## config.mk

```make
export PLATFORM = sky130hd
export DESIGN_NAME = pcyn_decode
export DESIGN_NICKNAME = d
export VERILOG_FILES = /design/src/logic/pcyn_pkg.sv /design/src/logic/pcyn_decode.sv
export VERILOG_INCLUDE_DIRS = /design/src /design/src/logic
export SDC_FILE = /design/constraint.sdc
export NUM_CORES = 1
export LEC_CHECK = 0
export BUFFER_PORTS_ARGS = -buffer_cell sky130_fd_sc_hd__buf_2
export CAP_MARGIN = 20
export CORE_AREA = 2 2 127 129
export DETAILED_ROUTE_END_ITERATION = 16
export DIE_AREA = 0 0 129 131
export GPL_TIMING_DRIVEN = 0
export PLACE_DENSITY = 0.4
export SETUP_SLACK_MARGIN = 0.15
export SYNTH_ARGS = -nofsm -noshare
export SYNTH_HDL_FRONTEND = slang
export SYNTH_SLANG_ARGS = --single-unit
export TNS_END_PERCENT = 10
```

## constraint.sdc

```tcl
create_clock -name vclk -period 3.3
set_input_delay 0.825 -clock vclk [all_inputs]
set_output_delay 0.825 -clock vclk [all_outputs]
set_load 0.02 [all_outputs]
```

## src/logic/pcyn_defines.svh

```systemverilog
`ifndef PCYN_DEFINES_SVH
`define PCYN_DEFINES_SVH

`define PCYN_DATA_WIDTH      32
`define PCYN_REG_COUNT       32
`define PCYN_ROB_DEPTH       16
`define PCYN_RS_DEPTH        8
`define PCYN_INSN_FIFO_DEPTH 4
`define PCYN_RESET_PC        32'h00000000

// RV32I major opcodes
`define PCYN_OPC_OP          7'b0110011
`define PCYN_OPC_OP_IMM      7'b0010011
`define PCYN_OPC_LUI         7'b0110111

// funct3 of the integer ALU group
`define PCYN_F3_ADD_SUB      3'b000
`define PCYN_F3_SLL          3'b001
`define PCYN_F3_SLT          3'b010
`define PCYN_F3_SLTU         3'b011
`define PCYN_F3_XOR          3'b100
`define PCYN_F3_SR           3'b101
`define PCYN_F3_OR           3'b110
`define PCYN_F3_AND          3'b111

// ADDI x0, x0, 0
`define PCYN_NOP             32'h00000013

`endif

```

## src/logic/pcyn_pkg.sv

```systemverilog
`include "pcyn_defines.svh"

package pcyn_pkg;

    typedef logic [`PCYN_DATA_WIDTH-1:0] word_t;
    typedef logic [$clog2(`PCYN_REG_COUNT)-1:0] reg_idx_t;
    typedef logic [$clog2(`PCYN_ROB_DEPTH)-1:0] rob_tag_t;

    typedef enum logic [3:0] {
        ALU_ADD,
        ALU_SUB,
        ALU_AND,
        ALU_OR,
        ALU_XOR,
        ALU_SLL,
        ALU_SRL,
        ALU_SRA,
        ALU_SLT,
        ALU_SLTU
    } alu_op_e;

endpackage

```

## src/logic/pcyn_decode.sv

```systemverilog
`include "pcyn_defines.svh"

module pcyn_decode import pcyn_pkg::*; (
    input  logic     i_fetch_valid,
    input  word_t    i_fetch_pc,
    input  word_t    i_fetch_insn,
    input  logic     i_rob_stall,
    input  logic     i_rs_stall,
    input  logic     i_rat_rdy [2],
    input  word_t    i_rat_data [2],
    input  rob_tag_t i_rat_tag [2],
    input  logic     i_rob_lookup_rdy [2],
    input  word_t    i_rob_lookup_data [2],
    input  rob_tag_t i_rob_reserve_tag,
    output logic     o_decode_stall,
    output reg_idx_t o_rat_rsrc [2],
    output logic     o_rat_rename_en,
    output reg_idx_t o_rat_rename_rdst,
    output logic     o_rob_reserve_en,
    output reg_idx_t o_rob_rdst,
    output rob_tag_t o_rob_lookup_tag [2],
    output logic     o_rs_reserve_en,
    output alu_op_e  o_rs_op,
    output rob_tag_t o_rs_dst_tag,
    output logic     o_rs_src_rdy [2],
    output word_t    o_rs_src_data [2],
    output rob_tag_t o_rs_src_tag [2]
);

    logic [6:0] opcode;
    logic [2:0] funct3;
    logic       alt;
    word_t      imm_i;
    word_t      imm_u;
    alu_op_e    f3_op;
    reg_idx_t   rdst;
    logic [1:0] use_rs;
    word_t      imm;
    logic       dispatch;

    assign opcode = i_fetch_insn[6:0];
    assign funct3 = i_fetch_insn[14:12];
    assign alt    = i_fetch_insn[30];
    assign imm_i  = {{20{i_fetch_insn[31]}}, i_fetch_insn[31:20]};
    assign imm_u  = {i_fetch_insn[31:12], 12'b0};

    assign o_rat_rsrc[0] = i_fetch_insn[19:15];
    assign o_rat_rsrc[1] = i_fetch_insn[24:20];

    always_comb begin
        case (funct3)
            `PCYN_F3_ADD_SUB: f3_op = (alt && opcode == `PCYN_OPC_OP) ? ALU_SUB : ALU_ADD;
            `PCYN_F3_SLL:     f3_op = ALU_SLL;
            `PCYN_F3_SLT:     f3_op = ALU_SLT;
            `PCYN_F3_SLTU:    f3_op = ALU_SLTU;
            `PCYN_F3_XOR:     f3_op = ALU_XOR;
            `PCYN_F3_SR:      f3_op = alt ? ALU_SRA : ALU_SRL;
            `PCYN_F3_OR:      f3_op = ALU_OR;
            `PCYN_F3_AND:     f3_op = ALU_AND;
            default:          f3_op = ALU_ADD;
        endcase
    end

    // Anything else becomes an ADD of zeros with no destination
    always_comb begin
        o_rs_op = ALU_ADD;
        rdst    = '0;
        use_rs  = 2'b00;
        imm     = '0;
        if (opcode == `PCYN_OPC_OP) begin
            o_rs_op = f3_op;
            rdst    = i_fetch_insn[11:7];
            use_rs  = 2'b11;
        end else if (opcode == `PCYN_OPC_OP_IMM) begin
            o_rs_op = f3_op;
            rdst    = i_fetch_insn[11:7];
            use_rs  = 2'b01;
            imm     = imm_i;
        end else if (opcode == `PCYN_OPC_LUI) begin
            rdst = i_fetch_insn[11:7];
            imm  = imm_u;
        end
    end

    // Register file first, then a finished ROB entry, else wait on the tag
    always_comb begin
        for (int s = 0; s < 2; s++) begin
            o_rs_src_tag[s] = i_rat_tag[s];
            o_rs_src_rdy[s] = 1'b1;
            if (!use_rs[s]) begin
                o_rs_src_data[s] = (s == 1) ? imm : '0;
            end else if (i_rat_rdy[s]) begin
                o_rs_src_data[s] = i_rat_data[s];
            end else if (i_rob_lookup_rdy[s]) begin
                o_rs_src_data[s] = i_rob_lookup_data[s];
            end else begin
                o_rs_src_rdy[s]  = 1'b0;
                o_rs_src_data[s] = '0;
            end
        end
    end

    assign o_decode_stall    = i_rob_stall || i_rs_stall;
    assign dispatch          = i_fetch_valid && !o_decode_stall;
    assign o_rob_reserve_en  = dispatch;
    assign o_rs_reserve_en   = dispatch;
    assign o_rob_rdst        = rdst;
    assign o_rob_lookup_tag  = i_rat_tag;
    assign o_rat_rename_en   = dispatch && (rdst != '0);
    assign o_rat_rename_rdst = rdst;
    assign o_rs_dst_tag      = i_rob_reserve_tag;

endmodule

```

==> tab_implementation.tex <==
\begin{tabular}{lr}
\hline
Metric & Value \\
\hline
\multicolumn{2}{l}{\textbf{Outcome}} \\
Run status & complete, no violations \\
\multicolumn{2}{l}{\textbf{Power}} \\
Total leakage power & 1.867 nW \\
Post-layout power & 331.9 uW \\
Pwr Density & 96.95 mW/mm2 \\
Worst ir drop on vdd & 0.03775 mV \\
\multicolumn{2}{l}{\textbf{Finish}} \\
Share of layout cells above drive strength 1 & 60.32\% \\
Reg area & 0 um2 \\
Layout Nets & 775 \\
Multi-input gate area in the final layout & 0.001316 mm2 \\
Final Util & 21.95\% \\
Synthesis-to-layout area growth & 99.27\% \\
Layout fillers & 1815 \\
Number of antenna repair diodes & 0 \\
Final-layout clock buffer total & 0 \\
Count of flip-flops and latches & 0 \\
\multicolumn{2}{l}{\textbf{Detailed routing}} \\
Drt first pass iters & 5 \\
Final routed wire length divided by cell count & 14.60 um \\
Iter 0 DRT Violations & 85 \\
DRC Markers & 0 \\
Vias per cell & 4.096 \\
Vias & 3187 \\
Post-route antenna net violation count & 0 \\
Overall routed net length & 11360 um \\
\multicolumn{2}{l}{\textbf{Critical path}} \\
CP startpoint kind & primary input \\
Slowest library cell on the worst path & sky130\_fd\_sc\_hd\_\_or3\_1 \\
Required time of the critical path & 2.47 ns \\
Endpoint kind of the worst setup timing path & output pin \\
Crit path arrival time & 2.28 ns \\
Class of the most critical setup path & in -> out \\
Top fanout value on the critical path & 10 \\
Highest cell delay on the worst timing path & 0.32 ns \\
Crit path cell chain & buf\_2 > nand4b\_1 > or3\_1 > clkbuf\_2 > buf\_6 > buf\_6 > nor2\_1 > buf\_2 \\
\multicolumn{2}{l}{\textbf{Synthesis}} \\
Seq/Total Area, Yosys & 0\% \\
Total nets after synthesis & 495 \\
Synth warnings & 0 \\
Proportion of netlist area held by the largest area contributor & 20.10\% \\
Cells after Synth & 284 \\
Syn\_area\_per\_cell & 6.049 um2 \\
Cell types occupying the most area after synthesis & sky130\_fd\_sc\_hd\_\_a22oi\_1, sky130\_fd\_sc\_hd\_\_buf\_4, sky130\_fd\_sc\_hd\_\_nor2\_1 \\
Synth area leader & sky130\_fd\_sc\_hd\_\_a22oi\_1 \\
Yosys cell types & 28 \\
Cell Area, Synth & 0.001718 mm2 \\
\multicolumn{2}{l}{\textbf{Run}} \\
Count of maximum capacitance violations & 0 \\
\multicolumn{2}{l}{\textbf{Die}} \\
Core area & 0.01560 mm2 \\
Die boundary width & 129 um \\
Die Outline Area & 0.01690 mm2 \\
Die extent in y & 131 um \\
Initial core utilization & 11.01\% \\
Number of standard-cell rows in the floorplan & 46 \\
I/O pin count & 325 \\
\multicolumn{2}{l}{\textbf{STA}} \\
Post-layout minimum cycle time & 3.108 ns \\
Final max-slew violation count & 0 \\
Worst slew margin relative to its limit & 59.22\% \\
Actual transition at the worst max-transition pin & 0.6080 ns \\
Final number of hold-violating endpoints & 0 \\
Period Utilization, post-route & 94.18\% \\
RSZ-0062 raised after global routing & yes \\
FMAX & 0.3218 GHz \\
Final Setup Violations & 0 \\
\multicolumn{2}{l}{\textbf{Placed design}} \\
HPWL after detailed placement & 9813 um \\
Number of input and output port buffers inserted & 278 \\
RePlAce Congestion & 0.8323 \\
\multicolumn{2}{l}{\textbf{GRT}} \\
Overall overflow remaining after global route & 0 \\
Tot GR Track Use & 11.83\% \\
Via count of the first global-routing pass & 3030 \\
Antenna violations before repair & 1 \\
Wire length of the first global-routing pass & 15700 um \\
Maximum number of pins on one net before global-route repair & 11 \\
\multicolumn{2}{l}{\textbf{Min path}} \\
Class of the tightest hold or removal check & in -> out \\
Cell depth of the worst hold path & 2 \\
\hline
\end{tabular}
==> placed cells by master, fill, tap and decap left out, types with 5 or more instances in the layout <==
master,count
sky130_fd_sc_hd__a211oi_1,11
sky130_fd_sc_hd__a21boi_0,17
sky130_fd_sc_hd__a22oi_1,46
sky130_fd_sc_hd__a311oi_1,14
sky130_fd_sc_hd__and2_1,6
sky130_fd_sc_hd__buf_2,284
sky130_fd_sc_hd__buf_4,38
sky130_fd_sc_hd__clkbuf_1,13
sky130_fd_sc_hd__clkbuf_2,5
sky130_fd_sc_hd__nand2_1,41
sky130_fd_sc_hd__nor2_1,46
==> critical path: cells and delay by family <==
kind                   cells  cell delay, ns
and+or+nand+nor            3            0.65
buffers and inverters      5            0.81
==> repair_timing <==
item | CTS | global route
setup buffers | 0 | 0
setup endpoints to repair | 20 | 59
hold buffers | 0 | 0
gates resized for setup | 3 | 14
==> cell usage after synthesis, types with 3 or more instances <==
cell type,n
sky130_fd_sc_hd__and2_1,6
sky130_fd_sc_hd__a221oi_1,3
sky130_fd_sc_hd__a22oi_1,46
sky130_fd_sc_hd__a311oi_1,17
sky130_fd_sc_hd__or3_1,3
sky130_fd_sc_hd__a21o_1,3
sky130_fd_sc_hd__clkbuf_1,19
sky130_fd_sc_hd__a21boi_0,17
sky130_fd_sc_hd__nor2_1,46
sky130_fd_sc_hd__buf_4,36
sky130_fd_sc_hd__nor2b_1,4
sky130_fd_sc_hd__buf_6,4
sky130_fd_sc_hd__buf_2,8
sky130_fd_sc_hd__nand2_1,41
sky130_fd_sc_hd__a211oi_1,13
==> stage by stage <==
step	area, um2	hold slack [ns]	TNS, ns	std cells	setup slack (ns)
6_report	3423	1.868	0	778	0.1922
5_1_grt	3423	1.872	0	778	0.1144
4_1_cts	3385	1.869	0	778	0.05236
3_5_place_dp	3379	1.868	-0.01722	778	-0.01018
3_3_place_gp	3379	1.870	0	778	0.01973
2_1_floorplan	1718	1.733	0	284	0.3420
==> worst paths after layout <==
kind,startpoint,endpoint,slack [ns]
worst max-delay path,i_fetch_insn[3],o_rs_src_data[47],0.19
worst min-delay path,i_rat_tag[6],o_rs_src_tag[6],1.87
==> area by class of cell <==
type	count	area share (%)
Timing Repair Buffer	278	40.72
Tap cell	216	7.895
Buffer	67	12.72
Inverter	2	0.2193
Multi-Input combinational cell	215	38.45
==> report_power, final <==
part	total (mW)	internal, mW	switching, mW
clock network	0	0	0
registers	0	0	0
logic	0.332	0.159	0.173
==> cells by family after synthesis <==
| kind of cell | Yosys count | share of synthesized area [%] |
|---|---|---|
| buffers and inverters | 69 | 25.27 |
| AND/OR/NAND/NOR | 110 | 27.90 |
| AO/OA/AOI/OAI | 105 | 46.83 |
==> per-layer routing <==
layer,share of wire [%],vias to the layer above,GRT usage (%)
li1,-,1569,-
met1,39,1426,13.42
met2,51,188,23.37
met3,9.4,4,2.524
met4,0.47,0,1.087
met5,0,-,0
(Power assumes the default switching activity.)
