## src/logic/pcyn_defines.svh

```systemverilog
`ifndef PCYN_DEFINES_SVH
`define PCYN_DEFINES_SVH

`define PCYN_DATA_WIDTH      32
`define PCYN_REG_COUNT       32
`define PCYN_ROB_DEPTH       16
`define PCYN_RS_DEPTH        8
`define PCYN_INSN_FIFO_DEPTH 4
`define PCYN_RESET_PC        32'h00000000

// RV32I major opcodes
`define PCYN_OPC_OP          7'b0110011
`define PCYN_OPC_OP_IMM      7'b0010011
`define PCYN_OPC_LUI         7'b0110111

// funct3 of the integer ALU group
`define PCYN_F3_ADD_SUB      3'b000
`define PCYN_F3_SLL          3'b001
`define PCYN_F3_SLT          3'b010
`define PCYN_F3_SLTU         3'b011
`define PCYN_F3_XOR          3'b100
`define PCYN_F3_SR           3'b101
`define PCYN_F3_OR           3'b110
`define PCYN_F3_AND          3'b111

// ADDI x0, x0, 0
`define PCYN_NOP             32'h00000013

`endif

```

## src/logic/pcyn_pkg.sv

```systemverilog
`include "pcyn_defines.svh"

package pcyn_pkg;

    typedef logic [`PCYN_DATA_WIDTH-1:0] word_t;
    typedef logic [$clog2(`PCYN_REG_COUNT)-1:0] reg_idx_t;
    typedef logic [$clog2(`PCYN_ROB_DEPTH)-1:0] rob_tag_t;

    typedef enum logic [3:0] {
        ALU_ADD,
        ALU_SUB,
        ALU_AND,
        ALU_OR,
        ALU_XOR,
        ALU_SLL,
        ALU_SRL,
        ALU_SRA,
        ALU_SLT,
        ALU_SLTU
    } alu_op_e;

endpackage

```

## src/logic/pcyn_fetch.sv

```systemverilog
`include "pcyn_defines.svh"

module pcyn_fetch import pcyn_pkg::*; #(
    parameter int FIFO_DEPTH = `PCYN_INSN_FIFO_DEPTH
) (
    input  logic  clk,
    input  logic  i_rst_n,
    input  logic  i_ic_valid,
    input  word_t i_ic_insn,
    input  logic  i_decode_stall,
    output logic  o_ic_en,
    output word_t o_ic_pc,
    output logic  o_fetch_valid,
    output word_t o_fetch_pc,
    output word_t o_fetch_insn
);

    localparam int PTR_W = $clog2(FIFO_DEPTH);

    word_t          pc_q;
    word_t          pc_mem [FIFO_DEPTH];
    word_t          insn_mem [FIFO_DEPTH];
    logic [PTR_W:0] wr_ptr;
    logic [PTR_W:0] rd_ptr;
    logic           run_q;
    logic           full;
    logic           push;
    logic           pop;

    // Extra pointer bit tells full from empty
    assign full = (wr_ptr[PTR_W] != rd_ptr[PTR_W]) &&
                  (wr_ptr[PTR_W-1:0] == rd_ptr[PTR_W-1:0]);

    assign o_ic_en       = run_q && !full;
    assign o_ic_pc       = pc_q;
    assign push          = o_ic_en && i_ic_valid;
    assign o_fetch_valid = (wr_ptr != rd_ptr);
    assign pop           = o_fetch_valid && !i_decode_stall;
    assign o_fetch_pc    = pc_mem[rd_ptr[PTR_W-1:0]];
    assign o_fetch_insn  = insn_mem[rd_ptr[PTR_W-1:0]];

    always_ff @(posedge clk or negedge i_rst_n) begin
        if (!i_rst_n) begin
            pc_q   <= `PCYN_RESET_PC;
            wr_ptr <= '0;
            rd_ptr <= '0;
            run_q  <= 1'b0;
        end else begin
            run_q <= 1'b1;
            if (push) begin
                pc_q   <= pc_q + 32'd4;
                wr_ptr <= wr_ptr + 1'b1;
            end
            if (pop) begin
                rd_ptr <= rd_ptr + 1'b1;
            end
        end
    end

    always_ff @(posedge clk) begin
        if (push) begin
            pc_mem[wr_ptr[PTR_W-1:0]]   <= pc_q;
            insn_mem[wr_ptr[PTR_W-1:0]] <= i_ic_insn;
        end
    end

endmodule

```

## config.mk

```make
export PLATFORM = sky130hd
export DESIGN_NAME = pcyn_fetch
export DESIGN_NICKNAME = d
export VERILOG_FILES = /design/src/logic/pcyn_pkg.sv /design/src/logic/pcyn_fetch.sv
export VERILOG_INCLUDE_DIRS = /design/src /design/src/logic
export SDC_FILE = /design/constraint.sdc
export NUM_CORES = 1
export LEC_CHECK = 0
export BUFFER_PORTS_ARGS = -buffer_cell sky130_fd_sc_hd__buf_2
export CAP_MARGIN = 10
export CORE_MARGIN = 2
export CORE_UTILIZATION = 57
export CTS_BUF_LIST = sky130_fd_sc_hd__clkbuf_4 sky130_fd_sc_hd__clkbuf_8 sky130_fd_sc_hd__clkbuf_16
export CTS_CLUSTER_DIAMETER = 100
export DETAILED_ROUTE_END_ITERATION = 8
export PLACE_DENSITY = 0.9
export REMOVE_ABC_BUFFERS = 1
export SLEW_MARGIN = 20
export SYNTH_ARGS = -nofsm -noshare
export SYNTH_HDL_FRONTEND = slang
export SYNTH_SLANG_ARGS = --single-unit
```

## constraint.sdc

```tcl
create_clock -name clk -period 4.3 [get_ports clk]
set_input_delay 0.43 -clock clk [delete_from_list [all_inputs] [get_ports clk]]
set_output_delay 0.43 -clock clk [all_outputs]
set_load 0.01 [all_outputs]
```

==> impl_metrics.toml, run 1 <==
[synth]
synth_edf_count = 248
ys.flop_type = "edfxtp_1"
yosys_warnings = 0
yosysSeqAreaShare = 0.770
avgSynthCellArea_um2 = 22.2
synth_top_cell_by_area = "edfxtp_1"
synth_mux_area_frac = 0.130
syn_inst = 490
synth_fa_ha_area_frac = 0.00690
synth_compound_area_frac = 0.00196
synth_top_family_by_area = "multiplexers"
ys_types = 38
synthSimpleGateAreaFrac = 0.0449
synth_xor_area_frac = 0.0313
ys_seq_elements = 285
ys_top_cells_by_area = "edfxtp_1 (68%), mux4_2 (13%), dfrtp_1 (8.5%), xor2_1 (2.0%), xnor2_1 (0.97%)"
synth_top_area_frac = 0.685
synthArstFlopShare = 0.130
synth_area_um2 = 10900

[clock_network]
cts.sinks = 285
max-clock-path-buffers = 3
post_cts_buffers = 0
cts_max_level = 1
insertion_delay_ns = 0.52
ctsResizeCount = 0
cts.clk_slew.worst_paths_ns = 0.06
cts_tree = "yes"
holdBufCountCts = 0
cts-root-buf = "clkbuf_16"
cts_inserted_buffers = 26

[sta]
slew_headroom = 0.350
finalSetupViolations = 0
fin_hold_ws_ns = 0.00599
tightestPinTransition_ns = 0.975
min_period_ns = 3.26
finalHoldViolations = 0
final_max_slew_viol_count = 0
rsz0062_at_grt = "false"
skew_ns = 0.0107
final.period_utilization = 0.757
timing.fmax_mhz = 307

[detailed_routing]
num_vias = 5188
drcViolationCount = 0
routed_via_density = 5.88
wl_per_cell_um = 21.7
drtIter0Drc = 468
wirelength_um = 19200
first_pass_iters = 5
ant_nets = 0

[critical_path]
worst_setup_path_end_kind = "output port"
rr_endpoint = "pc_mem[1][7]$_DFFE_PP_"
ff2ff_path_depth = 3
startpoint_type = "flop"
cp_max_fo = 43
worstReg2RegStart = "rd_ptr[0]$_DFFE_PN0P_"
worstSetupPathType = "flop to output port"
crit_required_ns = 3.87
reg2reg_slack_ns = 1.25
cp.arrival_ns = 2.83

[grt]
antenna_found_initial = 1
gr-usage-met2 = 0.322
grt_pass1_vias = 5384
track_usage = 0.190
met3_usage = 0.0400
top_usage_layer = "met2"
grt_max_degree = 66
grt_pass1_wl_um = 29300
grt_util_met1 = 0.258
grt_remaining_overflow = 0

[power_and_ir_drop]
total_power_w = 0.00801
p_leak_nw = 4.68
power_per_cell_area_nw_per_um2 = 635
peakVddDrop_mv = 0.342

[placed_design]
place.gp.congestion = 0.767
dp_hpwl_um = 11000
port_buffers = 129

[floorplan]
die_w_um = 142
die_y_um = 142
io_pins = 134
initial_core_util = 0.581
rows = 50
coreArea_um2 = 18700
dieArea_um2 = 20200

[worst_hold_path]
min-delay-path-class = "input port to asynchronous set/reset pin"

[cells_and_area]
antenna_cells = 0
drive_gt1_frac = 0.398
finalNetCount = 671
area_growth_pct = 15.9

[job]
maxCapViolCount = 0

[run_status]
status = "complete, no violations"
## Yosys cell counts, types with 2 or more instances
cell      count
nand4_1       6
xor2_1       25
nor4_1        6
and2_1        4
nor4b_1       2
buf_2         8
dfrtp_1      37
nor3_1        4
mux4_2       62
buf_6         2
mux2_2        2
ha_1          6
conb_1        2
nand4_2       2
nor4_4        2
and4_1        5
nand4_4       2
buf_1         2
buf_4         5
xnor2_1      12
nor3b_1       2
nand3_1       7
clkbuf_1      5
nand2_1       9
edfxtp_1    248
inv_1         3
and3_1        9
## routing by layer
layer	routed length, um	share of wire
met1	7870	0.41
met2	9640	0.50
met3	1340	0.070
met4	315	0.016
met5	13	0.00068
## worst max-delay path by stage
| stage | startpoint | to |
|---|---|---|
| after global routing | rd_ptr[0]$_DFFE_PN0P_ | o_fetch_pc[17] |
| after detailed placement | rd_ptr[0]$_DFFE_PN0P_ | insn_mem[3][1]$_DFFE_PP_ |
| after CTS | rd_ptr[0]$_DFFE_PN0P_ | o_fetch_pc[17] |
| final | rd_ptr[0]$_DFFE_PN0P_ | o_fetch_pc[17] |
| after global placement | rd_ptr[0]$_DFFE_PN0P_ | insn_mem[3][2]$_DFFE_PP_ |
| after floorplan | rd_ptr[0]$_DFFE_PN0P_ | insn_mem[1][0]$_DFFE_PP_ |
## cell type report
| type | count | area, um^2 |
|---|---|---|
| repair buffers | 131 | 661 |
| well taps | 234 | 293 |
| fillers | 1136 | 6100 |
| clock inverters | 5 | 52.6 |
| flip-flops and latches | 285 | 8380 |
| clock buffers | 43 | 840 |
| inverters | 3 | 11.3 |
| multi-input cells | 182 | 2370 |
## critical path, cell delays in order, from the launching register on
cell     delay [ns]
dfrtp_4        0.71
buf_4          0.74
mux4_2         0.64
buf_2          0.17
## through the flow
stage	cells	instance area, um^2	setup TNS (ns)	utilization	setup WS (ns)
floorplan	470	10700	-202.91	-	-1.06
global placement	835	11700	0	0.626	1.34
detailed placement	835	11700	0	0.626	1.25
CTS	883	12600	0	0.674	0.930
global route	883	12600	0	0.674	0.809
finish	883	12600	0	0.674	1.04
## flip-flops by register name, indices dropped and copies added (netlist names)
name	cells
insn_mem	128
pc_mem	120
o_ic_pc	30
rd_ptr	3
wr_ptr	3
run_q	1
## power by group
group | leakage (nW) | internal (W) | switching (W)
combinational | 1.46 | 0.000958 | 0.00111
sequential | 2.77 | 0.00341 | 0.000210
clock | 0.450 | 0.00139 | 0.000935
total | 4.68 | 0.00575 | 0.00226
## layout by cell type, fill, tap and decap left out, types with 2 or more instances in the layout
master and instances:
xnor2_1 12, nand3_1 7, nor4b_1 2, mux4_2 62
buf_2 129, conb_1 5, clkbuf_4 9, nand4_4 2
nand2_1 9, xor2_1 25, edfxtp_1 248, ha_1 6
nor4_1 6, nor4_4 2, and3_1 9, clkbuf_16 27
dfrtp_4 2, clkbuf_8 7, dfrtp_1 35, mux2_2 2
nand4_2 2, nand4_1 6, nor3_1 4, and2_4 4
clkinv_2 3, buf_4 2, nor3b_1 2, inv_1 3
and4_1 5
## cells by family after synthesis
group / after synthesis
xor gates and xnor gates: 38
buffers and inverters: 26
adders and majority gates: 6
and+or+nand+nor: 66
other: 2
muxes: 64
DFF: 285
AOI/OAI and AO/OA: 3
Power figures use the tool's default switching activity.
==> inputs of run 2 (changes only) <==
Settings changed: ABC_AREA set to 1, CORE_UTILIZATION 57 to 58.
Clock period 4.3 ns to 3.3 ns, I/O delays scaled along.
==> impl_metrics.toml, run 2 <==
[run_status]
status = "complete, no violations"

[clock_network]
insertion_delay_ns = 0.55
cts_tree = "yes"
cts_max_level = 1
cts.clk_slew.worst_paths_ns = 0.06
cts_inserted_buffers = 29
max-clock-path-buffers = 3
ctsResizeCount = 0
cts.sinks = 285
cts-root-buf = "clkbuf_16"

[cells_and_area]
largest_reg_flops = 128
fillCellCount = 1305
final_common_cell = "edfxtp_1"
final_cell_mix = "edfxtp_1 (248), nor2_1 (162), o21ai_0 (134)"
finalInstanceArea_um2 = 13500
antenna_cells = 0
multi_input_area_um2 = 2670
area_growth_pct = 18.4
finalNetCount = 1130
fin_cells = 1374
seq_area_um2 = 8380
drive_gt1_frac = 0.185

[detailed_routing]
drcViolationCount = 0
wirelength_um = 25600
routed_via_density = 5.71
wl_per_cell_um = 18.7
ant_nets = 0
first_pass_iters = 5
drtIter0Drc = 709
num_vias = 7840

[critical_path]
worst_path_largest_cell_delay_ns = 0.77
reg2reg_slack_ns = 0.95
worstReg2RegStart = "rd_ptr[1]$_DFFE_PN0P_"
ff2ff_path_depth = 8
startpoint_type = "flop"
crit_required_ns = 2.97
worstSetupPathType = "flop to output port"
rr_endpoint = "pc_mem[0][18]$_DFFE_PP_"
critPathSlowestCell = "dfrtp_4"
cp.arrival_ns = 2.74
worst_setup_path_end_kind = "output port"
crit_chain = "buf_4 > o21ai_0 > o22ai_1 > buf_2"
cp_max_fo = 75

[placed_design]
dp.cells = 1293
post_dp_cell_area_um2 = 12300
place.gp.congestion = 0.881
dp_hpwl_um = 14100
place_ws_ns = 0.793
port_buffers = 129

[grt]
antenna_found_initial = 0
top_usage_layer = "met2"
track_usage = 0.243
grt_remaining_overflow = 0
grt_util_met1 = 0.317
grt_max_degree = 126
grt_pass1_vias = 7707
met3_usage = 0.0440
gr-usage-met2 = 0.415
grt_pass1_wl_um = 39000

[sta]
rsz0062_at_grt = "false"
skew_ns = 0.0123
worst_slack_ns = 0.234
final_max_slew_viol_count = 0
timing.fmax_mhz = 326
fin_hold_ws_ns = 0.0221
final.period_utilization = 0.929
finalHoldViolations = 0
tightestPinTransition_ns = 0.893
finalSetupViolations = 0
min_period_ns = 3.07
slew_headroom = 0.405

[power_and_ir_drop]
clkPwrFrac = 0.279
p_leak_nw = 4.92
p_comb_frac = 0.286
power_per_cell_area_nw_per_um2 = 813
net-switching-power_w = 0.00373
intPower_w = 0.00726
p_sw_frac = 0.340
p_seq_frac = 0.435
peakVddDrop_mv = 0.512

[synth]
yosys_warnings = 0
synth_top_family_by_area = "simple AND/OR/NAND/NOR gates"
synth_edf_count = 248
synth_xor_area_frac = 0.00844
synth_top_cell_by_area = "edfxtp_1"
synth_most_common_cell = "edfxtp_1"
synthSimpleGateAreaFrac = 0.119
synth_common_cells = "edfxtp_1 (248), nor2_1 (166), o21ai_0 (134)"
synth_fa_ha_area_frac = 0.00657
ys_types = 26
ys.flop_type = "edfxtp_1"
synth_compound_area_frac = 0.0958
synth_area_um2 = 11400
ys_seq_elements = 285
syn_inst = 935
synth_top_area_frac = 0.652
ys_top_cells_by_area = "edfxtp_1 (65%), dfrtp_1 (8.1%), o21ai_0 (5.9%), nor2_1 (5.5%), nand2_1 (4.2%)"
synthArstFlopShare = 0.130
synth_mux_area_frac = 0
yosysSeqAreaShare = 0.733
avgSynthCellArea_um2 = 12.2

[worst_hold_path]
min-delay-path-class = "input port to flop"
holdPathStages = 1
holdPathEnd = "insn_mem[2][8]$_DFFE_PP_"
hold_start = "i_ic_insn[8]"

[floorplan]
io_pins = 134
coreArea_um2 = 19400
die_y_um = 144
dieArea_um2 = 20800
initial_core_util = 0.589
rows = 51
die_w_um = 144

[job]
maxCapViolCount = 0
==> run 2: cell types whose count changed after synthesis, sizes merged, moves of 38 or more <==
cell | before | now
inv | 3 | 41
mux4 | 62 | 0
nor2 | 1 | 168
nand2 | 9 | 130
o22ai | 0 | 62
o21ai | 1 | 140
==> run 2: critical path: cells and delay by family (launching register included) <==
kind	cells	cell delay [ns]
AOI/OAI and AO/OA	2	0.51
buffers and inverters	2	0.90
DFF	1	0.77
==> run 2: power groups by stage <==
stage	Sequential (W)	Combinational [W]	Clock, W
2_1_floorplan	0.00486	0.00170	0
3_3_place_gp	0.00482	0.00300	0
3_5_place_dp	0.00485	0.00310	0
4_1_cts	0.00478	0.00315	0.00311
5_1_grt	0.00482	0.00348	0.00324
6_report	0.00478	0.00315	0.00307
==> run 2: per-stage QoR <==
| stage | utilization | total power (W) | setup TNS (ns) |
|---|---|---|---|
| floorplan | - | 0.00656 | -949.30 |
| global placement | 0.635 | 0.00782 | 0 |
| detailed placement | 0.635 | 0.00795 | 0 |
| CTS | 0.697 | 0.0110 | 0 |
| global route | 0.697 | 0.0115 | 0 |
| finish | 0.697 | 0.0110 | 0 |
==> run 2: repair_timing <==
| action | CTS | global route |
|---|---|---|
| hold endpoints to repair | 146 | 0 |
| hold buffers | 29 | 0 |
| setup buffers | 0 | 0 |
| endpoints found under the setup margin | 0 | 0 |
==> run 2: per-layer routing <==
metal / part of all wire / up-vias / wire length (um)
met2: 0.50 / 356 / 12700
met1: 0.40 / 3825 / 10200
met4: 0.025 / 0 / 647
met5: 0 / - / 0
li1: - / 3604 / -
met3: 0.081 / 55 / 2080
==> run 2: worst max-delay path by stage <==
| stage | start | end | slack [ns] | cells after the start |
|---|---|---|---|---|
| floorplan | rd_ptr[0]$_DFFE_PN0P_ | insn_mem[3][0]$_DFFE_PP_ | -3.66 | 6 |
| global placement | rd_ptr[0]$_DFFE_PN0P_ | o_fetch_pc[15] | 0.83 | 4 |
| detailed placement | rd_ptr[0]$_DFFE_PN0P_ | o_fetch_pc[15] | 0.79 | 4 |
| CTS | rd_ptr[0]$_DFFE_PN0P_ | o_fetch_pc[15] | 0.21 | 4 |
| global route | rd_ptr[0]$_DFFE_PN0P_ | o_fetch_insn[31] | 0.08 | 4 |
| finish | rd_ptr[0]$_DFFE_PN0P_ | o_fetch_pc[15] | 0.23 | 4 |
==> run 2: cell families after synthesis <==
logic type	count (synthesis)
AOI/OAI and AO/OA	203
xor gates and xnor gates	11
adders and majority gates	6
buffers and inverters	92
DFF	285
other	2
and+or+nand+nor	336
==> run 2: area by class of cell <==
cell class,instances,share of cell area
repair buffers,170,0.0796
inverters,41,0.0118
multi-input cells,561,0.197
clock inverters,11,0.00528
well taps,265,0.0245
flip-flops and latches,285,0.620
clock buffers,41,0.0617
