`config.mk`:
```
export PLATFORM = sky130hd
export DESIGN_NAME = pcyn_rs
export DESIGN_NICKNAME = d
export VERILOG_FILES = /design/src/logic/pcyn_pkg.sv /design/src/logic/pcyn_rs.sv
export VERILOG_INCLUDE_DIRS = /design/src /design/src/logic
export SDC_FILE = /design/constraint.sdc
export NUM_CORES = 1
export LEC_CHECK = 0
export BUFFER_PORTS_ARGS = -buffer_cell sky130_fd_sc_hd__buf_2
export CAP_MARGIN = 0
export CORE_ASPECT_RATIO = 0.75
export CORE_MARGIN = 2
export CORE_UTILIZATION = 38
export DETAILED_ROUTE_END_ITERATION = 16
export HOLD_SLACK_MARGIN = 0.12
export PLACE_DENSITY = 0.51
export SYNTH_ARGS = -nofsm -noshare
export SYNTH_HDL_FRONTEND = slang
export SYNTH_SLANG_ARGS = --single-unit
```
`constraint.sdc`:
```
create_clock -name clk -period 14.55 [get_ports clk]
set_input_delay 0.7275 -clock clk [delete_from_list [all_inputs] [get_ports clk]]
set_output_delay 0.7275 -clock clk [all_outputs]
set_load 0.03 [all_outputs]
```
`src/logic/pcyn_defines.svh`:
```
`ifndef PCYN_DEFINES_SVH
`define PCYN_DEFINES_SVH

`define PCYN_DATA_WIDTH      32
`define PCYN_REG_COUNT       32
`define PCYN_ROB_DEPTH       16
`define PCYN_RS_DEPTH        8
`define PCYN_INSN_FIFO_DEPTH 4
`define PCYN_RESET_PC        32'h00000000

// RV32I major opcodes
`define PCYN_OPC_OP          7'b0110011
`define PCYN_OPC_OP_IMM      7'b0010011
`define PCYN_OPC_LUI         7'b0110111

// funct3 of the integer ALU group
`define PCYN_F3_ADD_SUB      3'b000
`define PCYN_F3_SLL          3'b001
`define PCYN_F3_SLT          3'b010
`define PCYN_F3_SLTU         3'b011
`define PCYN_F3_XOR          3'b100
`define PCYN_F3_SR           3'b101
`define PCYN_F3_OR           3'b110
`define PCYN_F3_AND          3'b111

// ADDI x0, x0, 0
`define PCYN_NOP             32'h00000013

`endif

```
`src/logic/pcyn_pkg.sv`:
```
`include "pcyn_defines.svh"

package pcyn_pkg;

    typedef logic [`PCYN_DATA_WIDTH-1:0] word_t;
    typedef logic [$clog2(`PCYN_REG_COUNT)-1:0] reg_idx_t;
    typedef logic [$clog2(`PCYN_ROB_DEPTH)-1:0] rob_tag_t;

    typedef enum logic [3:0] {
        ALU_ADD,
        ALU_SUB,
        ALU_AND,
        ALU_OR,
        ALU_XOR,
        ALU_SLL,
        ALU_SRL,
        ALU_SRA,
        ALU_SLT,
        ALU_SLTU
    } alu_op_e;

endpackage

```
`src/logic/pcyn_rs.sv`:
```
`include "pcyn_defines.svh"

module pcyn_rs import pcyn_pkg::*; #(
    parameter int RS_DEPTH = `PCYN_RS_DEPTH
) (
    input  logic     clk,
    input  logic     i_rst_n,
    input  logic     i_reserve_en,
    input  alu_op_e  i_op,
    input  rob_tag_t i_dst_tag,
    input  logic     i_src_rdy [2],
    input  word_t    i_src_data [2],
    input  rob_tag_t i_src_tag [2],
    input  logic     i_cdb_en,
    input  rob_tag_t i_cdb_tag,
    input  word_t    i_cdb_data,
    output logic     o_stall,
    output logic     o_issue_valid,
    output alu_op_e  o_issue_op,
    output word_t    o_issue_src [2],
    output rob_tag_t o_issue_tag
);

    localparam int IDX_W = $clog2(RS_DEPTH);

    logic [RS_DEPTH-1:0] valid;
    logic [IDX_W-1:0]    age [RS_DEPTH];
    logic [1:0]          src_rdy [RS_DEPTH];
    logic [1:0]          wake [RS_DEPTH];
    word_t               src_data [RS_DEPTH][2];
    rob_tag_t            src_tag [RS_DEPTH][2];
    alu_op_e             op [RS_DEPTH];
    rob_tag_t            dst_tag [RS_DEPTH];
    logic [1:0]          res_hit;
    logic [IDX_W-1:0]    free_idx;
    logic [IDX_W-1:0]    issue_idx;
    logic                issue_found;

    assign o_stall = &valid;

    always_comb begin
        for (int s = 0; s < 2; s++) begin
            res_hit[s] = !i_src_rdy[s] && i_cdb_en && (i_cdb_tag == i_src_tag[s]);
            for (int i = 0; i < RS_DEPTH; i++) begin
                wake[i][s] = valid[i] && !src_rdy[i][s] && i_cdb_en &&
                             (i_cdb_tag == src_tag[i][s]);
            end
        end
    end

    // Lowest free slot, and the oldest entry with both sources ready
    always_comb begin
        free_idx    = '0;
        issue_idx   = '0;
        issue_found = 1'b0;
        for (int i = RS_DEPTH - 1; i >= 0; i--) begin
            if (!valid[i]) begin
                free_idx = IDX_W'(i);
            end
        end
        for (int i = 0; i < RS_DEPTH; i++) begin
            if (valid[i] && (&src_rdy[i]) && (!issue_found || age[i] > age[issue_idx])) begin
                issue_found = 1'b1;
                issue_idx   = IDX_W'(i);
            end
        end
    end

    always_ff @(posedge clk or negedge i_rst_n) begin
        if (!i_rst_n) begin
            valid         <= '0;
            o_issue_valid <= 1'b0;
            for (int i = 0; i < RS_DEPTH; i++) begin
                age[i]     <= '0;
                src_rdy[i] <= 2'b00;
            end
        end else begin
            o_issue_valid <= issue_found;
            for (int i = 0; i < RS_DEPTH; i++) begin
                src_rdy[i] <= src_rdy[i] | wake[i];
                if (i_reserve_en && valid[i]) begin
                    age[i] <= age[i] + 1'b1;
                end
            end
            if (issue_found) begin
                valid[issue_idx] <= 1'b0;
            end
            if (i_reserve_en) begin
                valid[free_idx]   <= 1'b1;
                age[free_idx]     <= '0;
                src_rdy[free_idx] <= {i_src_rdy[1], i_src_rdy[0]} | res_hit;
            end
        end
    end

    always_ff @(posedge clk) begin
        for (int i = 0; i < RS_DEPTH; i++) begin
            for (int s = 0; s < 2; s++) begin
                if (wake[i][s]) begin
                    src_data[i][s] <= i_cdb_data;
                end
            end
        end
        if (i_reserve_en) begin
            op[free_idx]      <= i_op;
            dst_tag[free_idx] <= i_dst_tag;
            for (int s = 0; s < 2; s++) begin
                src_tag[free_idx][s]  <= i_src_tag[s];
                src_data[free_idx][s] <= res_hit[s] ? i_cdb_data : i_src_data[s];
            end
        end
        if (issue_found) begin
            o_issue_op     <= op[issue_idx];
            o_issue_tag    <= dst_tag[issue_idx];
            o_issue_src[0] <= src_data[issue_idx][0];
            o_issue_src[1] <= src_data[issue_idx][1];
        end
    end

endmodule

```
==> results of run 1 <==
layout by cell type (no fill, tap or decap), types with 49 or more instances in the layout:
cell type	count
a2bb2oi_1	84
mux2_2	456
buf_4	52
nand2_1	55
mux2_1	58
xnor2_1	58
dfrtp_1	49
edfxtp_1	712
clkbuf_16	84
o221ai_1	72
nor2_1	101
buf_2	195
a221oi_1	72
mux2i_1	148
cell families after synthesis:
kind of cell / after synthesis
mux: 662
xor+xnor: 82
simple gates: 263
flops: 761
fa+ha+maj: 29
compound gates: 355
buf+inv: 213
flip-flops by register name, indices dropped and copies added (netlist names):
signal / count
o_issue_src: 64
src_tag: 64
valid: 8
dst_tag: 32
src_data: 512
o_issue_tag: 4
op: 32
o_issue_op: 4
src_rdy: 16
o_issue_valid: 1
age: 24
worst max-delay path by stage:
stage / start / endpoint / slack (ps) / depth (start not counted)
2_1_floorplan: age[20]$_DFF_PN0_ / o_issue_src[10]$_DFFE_PN_ / 3210 / 56
3_3_place_gp: age[18]$_DFF_PN0_ / o_issue_src[49]$_DFFE_PN_ / 1270 / 49
3_5_place_dp: age[20]$_DFF_PN0_ / o_issue_src[29]$_DFFE_PN_ / 990 / 52
4_1_cts: age[20]$_DFF_PN0_ / o_issue_src[57]$_DFFE_PN_ / 1040 / 52
5_1_grt: age[20]$_DFF_PN0_ / o_issue_src[51]$_DFFE_PN_ / 20 / 52
6_report: age[20]$_DFF_PN0_ / o_issue_src[44]$_DFFE_PN_ / 840 / 52
power breakdown:
group          internal [µW]  total, µW  switching, µW
registers               3110       3350            245
clock network           1150       2020            872
logic                   1560       4320           2760
stage by stage:
stage | setup slack, ps | instances | total power (µW)
6_report | 839.9 | 3822 | 9691
5_1_grt | 18.05 | 3822 | 10160
4_1_cts | 1036 | 3821 | 9772
3_5_place_dp | 989.4 | 3674 | 7749
3_3_place_gp | 1270 | 3674 | 7686
2_1_floorplan | 3205 | 2365 | 6172
metal layers:
metal | part of all wire | routed length [µm] | global-route usage | vias up
met5 | 0.0010 | 114 | 0 | -
li1 | - | - | - | 9743
met3 | 0.063 | 7090 | 0.03871 | 182
met2 | 0.47 | 53070 | 0.3760 | 806
met4 | 0.019 | 2203 | 0.04898 | 16
met1 | 0.45 | 50960 | 0.3224 | 11688
cell type report:
| cell class | count | share of cell area |
|---|---|---|
| Timing Repair Buffer | 254 | 0.03668 |
| Tap cell | 1237 | 0.03768 |
| Clock buffer | 106 | 0.05319 |
| Sequential cell | 761 | 0.5504 |
| Clock inverter | 41 | 0.008255 |
| Inverter | 31 | 0.002894 |
| Antenna cell | 1 | 0.00006093 |
| Multi-Input combinational cell | 1391 | 0.3108 |
==> impl_results.md, run 1 <==
* Max stage delay on crit path at 730 ps
* Worst min-delay path class: in -> async
* CTS root buf: clkbuf_16
* Hold_ws at 209.8 ps
* Critical Path AT at approximately 14000 ps
* Share of layout cells above drive strength 1 at 0.3417
* Area of the mapped netlist at 36080 µm²
* RSZ-0062 raised after global routing: false
* DRC Markers at 0
* Fin crit share at 0.9423
* Max Cap Violations at 0
* Dpl hpwl at approximately 64000 µm
* Number of synthesized flops with an enable pin at 712
* Fill cells at between 8000 and 9000
* Most common cell in the netlist: edfxtp_1
* Nature of the critical path startpoint: flip-flop
* WL final at roughly 110000 µm
* Main synth FF type: edfxtp_1
* Initial Util at 0.3850
* Peak VDD IR at about 0.34 mV
* P_leak at about 0.015 µW
* Outcome: completed
* CTS max path bufs at 3
* Gr ovfl total at 0
* Reg2reg start: age[20]$_DFF_PN0_
* Vias in the first global route at roughly 23000
* Gpl congestion at about 0.87
* Share of flip-flops with an asynchronous set or reset at 0.06439
* Setup Fix Bufs, Post-CTS at 0
* Post-CTS Hold Fix Bufs at 0
* Seq/Total Area, Yosys at 0.6266
* Synth area leader: edfxtp_1
* Worst skew pair latency at 650 ps
* Most frequent CP cell: ha_1
* Core area at roughly 94000 µm²
* Setup TNS at 0 ps
* # resized after CTS at 0
* Power Density at about 240 nW/µm²
* Chip height at roughly 270 µm
* Row Count at 97
* Wire per inst at slightly below 30 µm
* FF-to-FF End: o_issue_src[44]$_DFFE_PN_
* R2R depth at 52
* Drt pass-1 iters at 5
* Full die area at ~100000 µm²
* DR iter-0 viols at ~1900
* Crit path max-delay family: compound AO/OA/AOI/OAI gates
* Adder-Cell Fraction of Synth Area at 0.01006
* Dpl cell area at 38550 µm²
* Synth top area share at 0.5927
* Vias at approximately 22000
* Mux contribution to synthesized area at 0.2015
* Largest family of logic cells by synthesized area: multiplexers
* Post-synth top cells: 712 x edfxtp_1, 456 x mux2_2, 148 x mux2i_1, 115 x nor2_1, 92 x clkbuf_1
* Area of the multi-input gates at about 13000 µm²
* First-pass GRT wire length at around 160000 µm
* CTS buffer count at 81
* Area delta synth->final at 13.85%
* Final hold violation count at 0
* Ports at roughly 200
* Simple-Gate Fraction of Synth Area at 0.03336
* Synth Register Bits at between 700 and 800
* Synth Area in Compound Gates at 0.08123
* Syn Area/Cell at approximately 15 µm²
* DIE WIDTH at 359.8 µm
* Crit end category: flip-flop
* Initial antenna violation count at 24
* Final min period at between 10000 and 15000 ps
* Final Instance Area at between 40000 and 50000 µm²
* Critical path's slowest cell: a311oi_4
* Worst clock skew at 27.93 ps
* Worst slew margin at 0.2575
* Worst path bufs/invs at 3
* Clock H-tree levels at 3
* Final core utilization at 0.4384
* Least-Margin Pin Slew at about 1100 ps
* Largest net degree at the start of global routing at 73
* Post-layout nets at 2671
* Number of clock sinks at roughly 760
* Port bufs at approximately 200
* Clock transition at the registers of the reported paths at about 60 ps
* Fin. max-slew vios at 0
* Number of routed nets with antenna violations at 0
* Setup violators final at 0
* Post-Syn Instances at about 2400
* Yosys warning count at 0
* Largest cells by area after synthesis: edfxtp_1 59%, mux2_2 14%, mux2i_1 4.1%
* Register Area at between 20000 and 25000 µm²
* Syn nets at 2516
* GRT Util Overall at 0.2302
* Peak Freq at approximately 0.073 GHz
* CP Class: reg -> reg
* Count of different cell masters after synthesis at 74
* Post-Synth XOR/XNOR Area at 0.01991
* Vias/cell at 5.870
* Critical path fanouts, max at 30
* CP Data Required Time at 14910 ps
* CTS tree: done
* Reg2Reg Setup Slack at roughly 840 ps
No activity file was read; power rests on OpenSTA's default activity.
==> run 2, diff against run 1 <==
--- a/config.mk
+++ b/config.mk
@@ -13,7 +13,6 @@
 export CORE_UTILIZATION = 38
 export DETAILED_ROUTE_END_ITERATION = 16
 export HOLD_SLACK_MARGIN = 0.12
-export PLACE_DENSITY = 0.51
 export SYNTH_ARGS = -nofsm -noshare
 export SYNTH_HDL_FRONTEND = slang
 export SYNTH_SLANG_ARGS = --single-unit
==> constraint.sdc (replaced) <==
create_clock -name clk -period 14.55 [get_ports clk]
set_input_delay 4.365 -clock clk [delete_from_list [all_inputs] [get_ports clk]]
set_output_delay 4.365 -clock clk [all_outputs]
set_load 0.03 [all_outputs]
==> run 2 against run 1 <==
  * Combinational power hardly changed
  * Critical path depth fell by 3
  * Via count hardly changed
  * Maximum frequency decreased by 0.13%
  * Register-to-register slack worse by 20 ps
  * Worst hold slack improved by 340 ps
  * Global-route usage down 1.2 points
  * Non-clock buffer count is 1 higher
==> impl_results.md, run 2 (synthesis results as in run 1) <==
* Setup TNS at 0 ps (unchanged)
* WL final at 108000 µm (was 113400 µm)
* Crit path max-delay family: compound AO/OA/AOI/OAI gates (unchanged)
* Critical path's slowest cell: a211oi_1 (was a311oi_4)
* Max Cap Violations at 0 (unchanged)
* CP Class: reg -> reg (unchanged)
* Setup Fix Bufs, Post-CTS at 0 (unchanged)
* Leading registers by flop count: src_data (512), o_issue_src (64), src_tag (64) (unchanged)
* DRC Markers at 0 (unchanged)
* Core area at 93690 µm² (unchanged)
* Outcome: completed (unchanged)
* CTS root buf: clkbuf_16 (unchanged)
* Drt pass-1 iters at 6 (was 5)
* Max FFs per register at 512 (unchanged)
* Gpl congestion at 0.9036 (was 0.8742)
* Number of routed nets with antenna violations at 0 (unchanged)
* # resized after CTS at 0 (unchanged)
* Critical Path AT at 14160 ps (was 14070 ps)
* Nature of the critical path startpoint: flip-flop (unchanged)
* P_leak at 0.01464 µW (was 0.01465 µW)
* Fin crit share at 0.9435 (was 0.9423)
* Row Count at 97 (unchanged)
* Number of clock sinks at 761 (unchanged)
* GRT Util Overall at 0.2181 (was 0.2302)
* CTS tree: done (unchanged)
* Dpl cell area at 38570 µm² (was 38550 µm²)
* CTS buffer count at 80 (was 81)
* Initial Util at 0.3850 (unchanged)
* Worst min-delay path class: reg -> reg (was in -> async)
* Chip height at 270.8 µm (unchanged)
* Worst skew pair latency at 650 ps (about the same)
* Setup violators final at 0 (unchanged)
* Vias in the first global route at 22744 (was 22777)
* Vias at 22449 (was 22435)
* Gr ovfl total at 0 (unchanged)
* Ports at 196 (unchanged)
* DR iter-0 viols at 2063 (was 1926)
* Peak Freq at 0.07285 GHz (was 0.07294 GHz)
* Dpl hpwl at 62480 µm (was 64070 µm)
* Vias/cell at 5.869 (was 5.870)
* Area delta synth->final at 13.91% (was 13.85%)
* Clock H-tree levels at 3 (unchanged)
* Largest net degree at the start of global routing at 74 (was 73)
* Fin. max-slew vios at 0 (unchanged)
* Initial antenna violation count at 26 (was 24)
* DIE WIDTH at 359.8 µm (unchanged)
* Most frequent CP cell: ha_1 (unchanged)
* CP Data Required Time at 14980 ps (was 14910 ps)
* Post-CTS Hold Fix Bufs at 0 (unchanged)
* Final Instance Area at 41090 µm² (was 41070 µm²)
* Post-layout nets at 2671 (unchanged)
* Commonest non-fill, non-tap cell in the layout: edfxtp_1 (unchanged)
* Wire per inst at 28.24 µm (was 29.68 µm)
* Crit end category: flip-flop (unchanged)
* Hold_ws at 553.6 ps (was 209.8 ps)
* First-pass GRT wire length at 156100 µm (was 163600 µm)
* RSZ-0062 raised after global routing: false (unchanged)
* Peak VDD IR at 0.1816 mV (was 0.3408 mV)
* Full die area at 97440 µm² (unchanged)
* Final core utilization at 0.4386 (was 0.4384)
* Clock transition at the registers of the reported paths at 60 ps (about the same)
* Final hold violation count at 0 (unchanged)
* Critical path fanouts, max at 59 (was 30)
* Port bufs at 195 (unchanged)
* CTS max path bufs at 3 (unchanged)
* Worst clock skew at 24.77 ps (was 27.93 ps)
* Share of layout cells above drive strength 1 at 0.3416 (was 0.3417)
* Most flops, register: src_data (unchanged)
* Max stage delay on crit path at 960 ps (was 730 ps)
* Most frequent cells in the layout: 712 x edfxtp_1, 456 x mux2_2, 195 x buf_2, 148 x mux2i_1, 101 x nor2_1 (unchanged)
* Worst path bufs/invs at 2 (was 3)
* Final min period at 13730 ps (was 13710 ps)
* Worst slew margin at 0.2124 (was 0.2575)
* Least-Margin Pin Slew at 1181 ps (was 1113 ps)
* Power Density at 234.5 nW/µm² (was 235.9 nW/µm²)
[run 2: final timing paths]
path / start / endpoint / slack (ps) / cells past startpoint
worst max-delay path: age[23]$_DFF_PN0_ / o_issue_src[11]$_DFFE_PN_ / 820 / 49
worst min-delay path: src_data[4][63]$_DFFE_PP_ / o_issue_src[63]$_DFFE_PN_ / 550 / 2
worst max register to register: age[23]$_DFF_PN0_ / o_issue_src[11]$_DFFE_PN_ / 820 / 49
worst min register to register: src_data[4][63]$_DFFE_PP_ / o_issue_src[63]$_DFFE_PN_ / 550 / 2
max in group asynchronous: i_rst_n / o_issue_valid$_DFF_PN0_ / 10220 / 2
min in group asynchronous: i_rst_n / age[20]$_DFF_PN0_ / 3830 / 2
[run 2: per-stage QoR]
stage	setup WS (ps)	cells	power [µW]
3_3_place_gp	1146	3675	7621
5_1_grt	112.5	3820	10090
4_1_cts	858.0	3816	9713
6_report	822.4	3825	9639
2_1_floorplan	3205	2365	6172
3_5_place_dp	932.3	3675	7703
[run 2: power by group]
group / internal [µW] / switching, µW
combinational: 1570 / 2710
sequential: 3110 / 236
clock: 1150 / 862
[run 2: cell type report]
class	count	area, µm²
Clock inverter	41	402.9
Tap cell	1237	1548
Timing Repair Buffer	255	1530
Inverter	31	118.9
Multi-Input combinational cell	1391	12770
Clock buffer	100	2098
Fill cell	8349	52600
Sequential cell	761	22610
Antenna cell	9	22.52
[run 2: per-layer routing]
metal  wire length, µm  vias up  track usage
met5                96        -            0
met4              2715       12      0.05761
met3              8181      184      0.04532
met2             50480      940       0.3532
met1             46550    11602       0.2982
li1                  -     9711            -
[run 2: worst min-delay path, delay by kind of cell (launching register included)]
kind | cells | cell delay [ps]
AOI/OAI and AO/OA | 2 | 120
DFF | 1 | 320
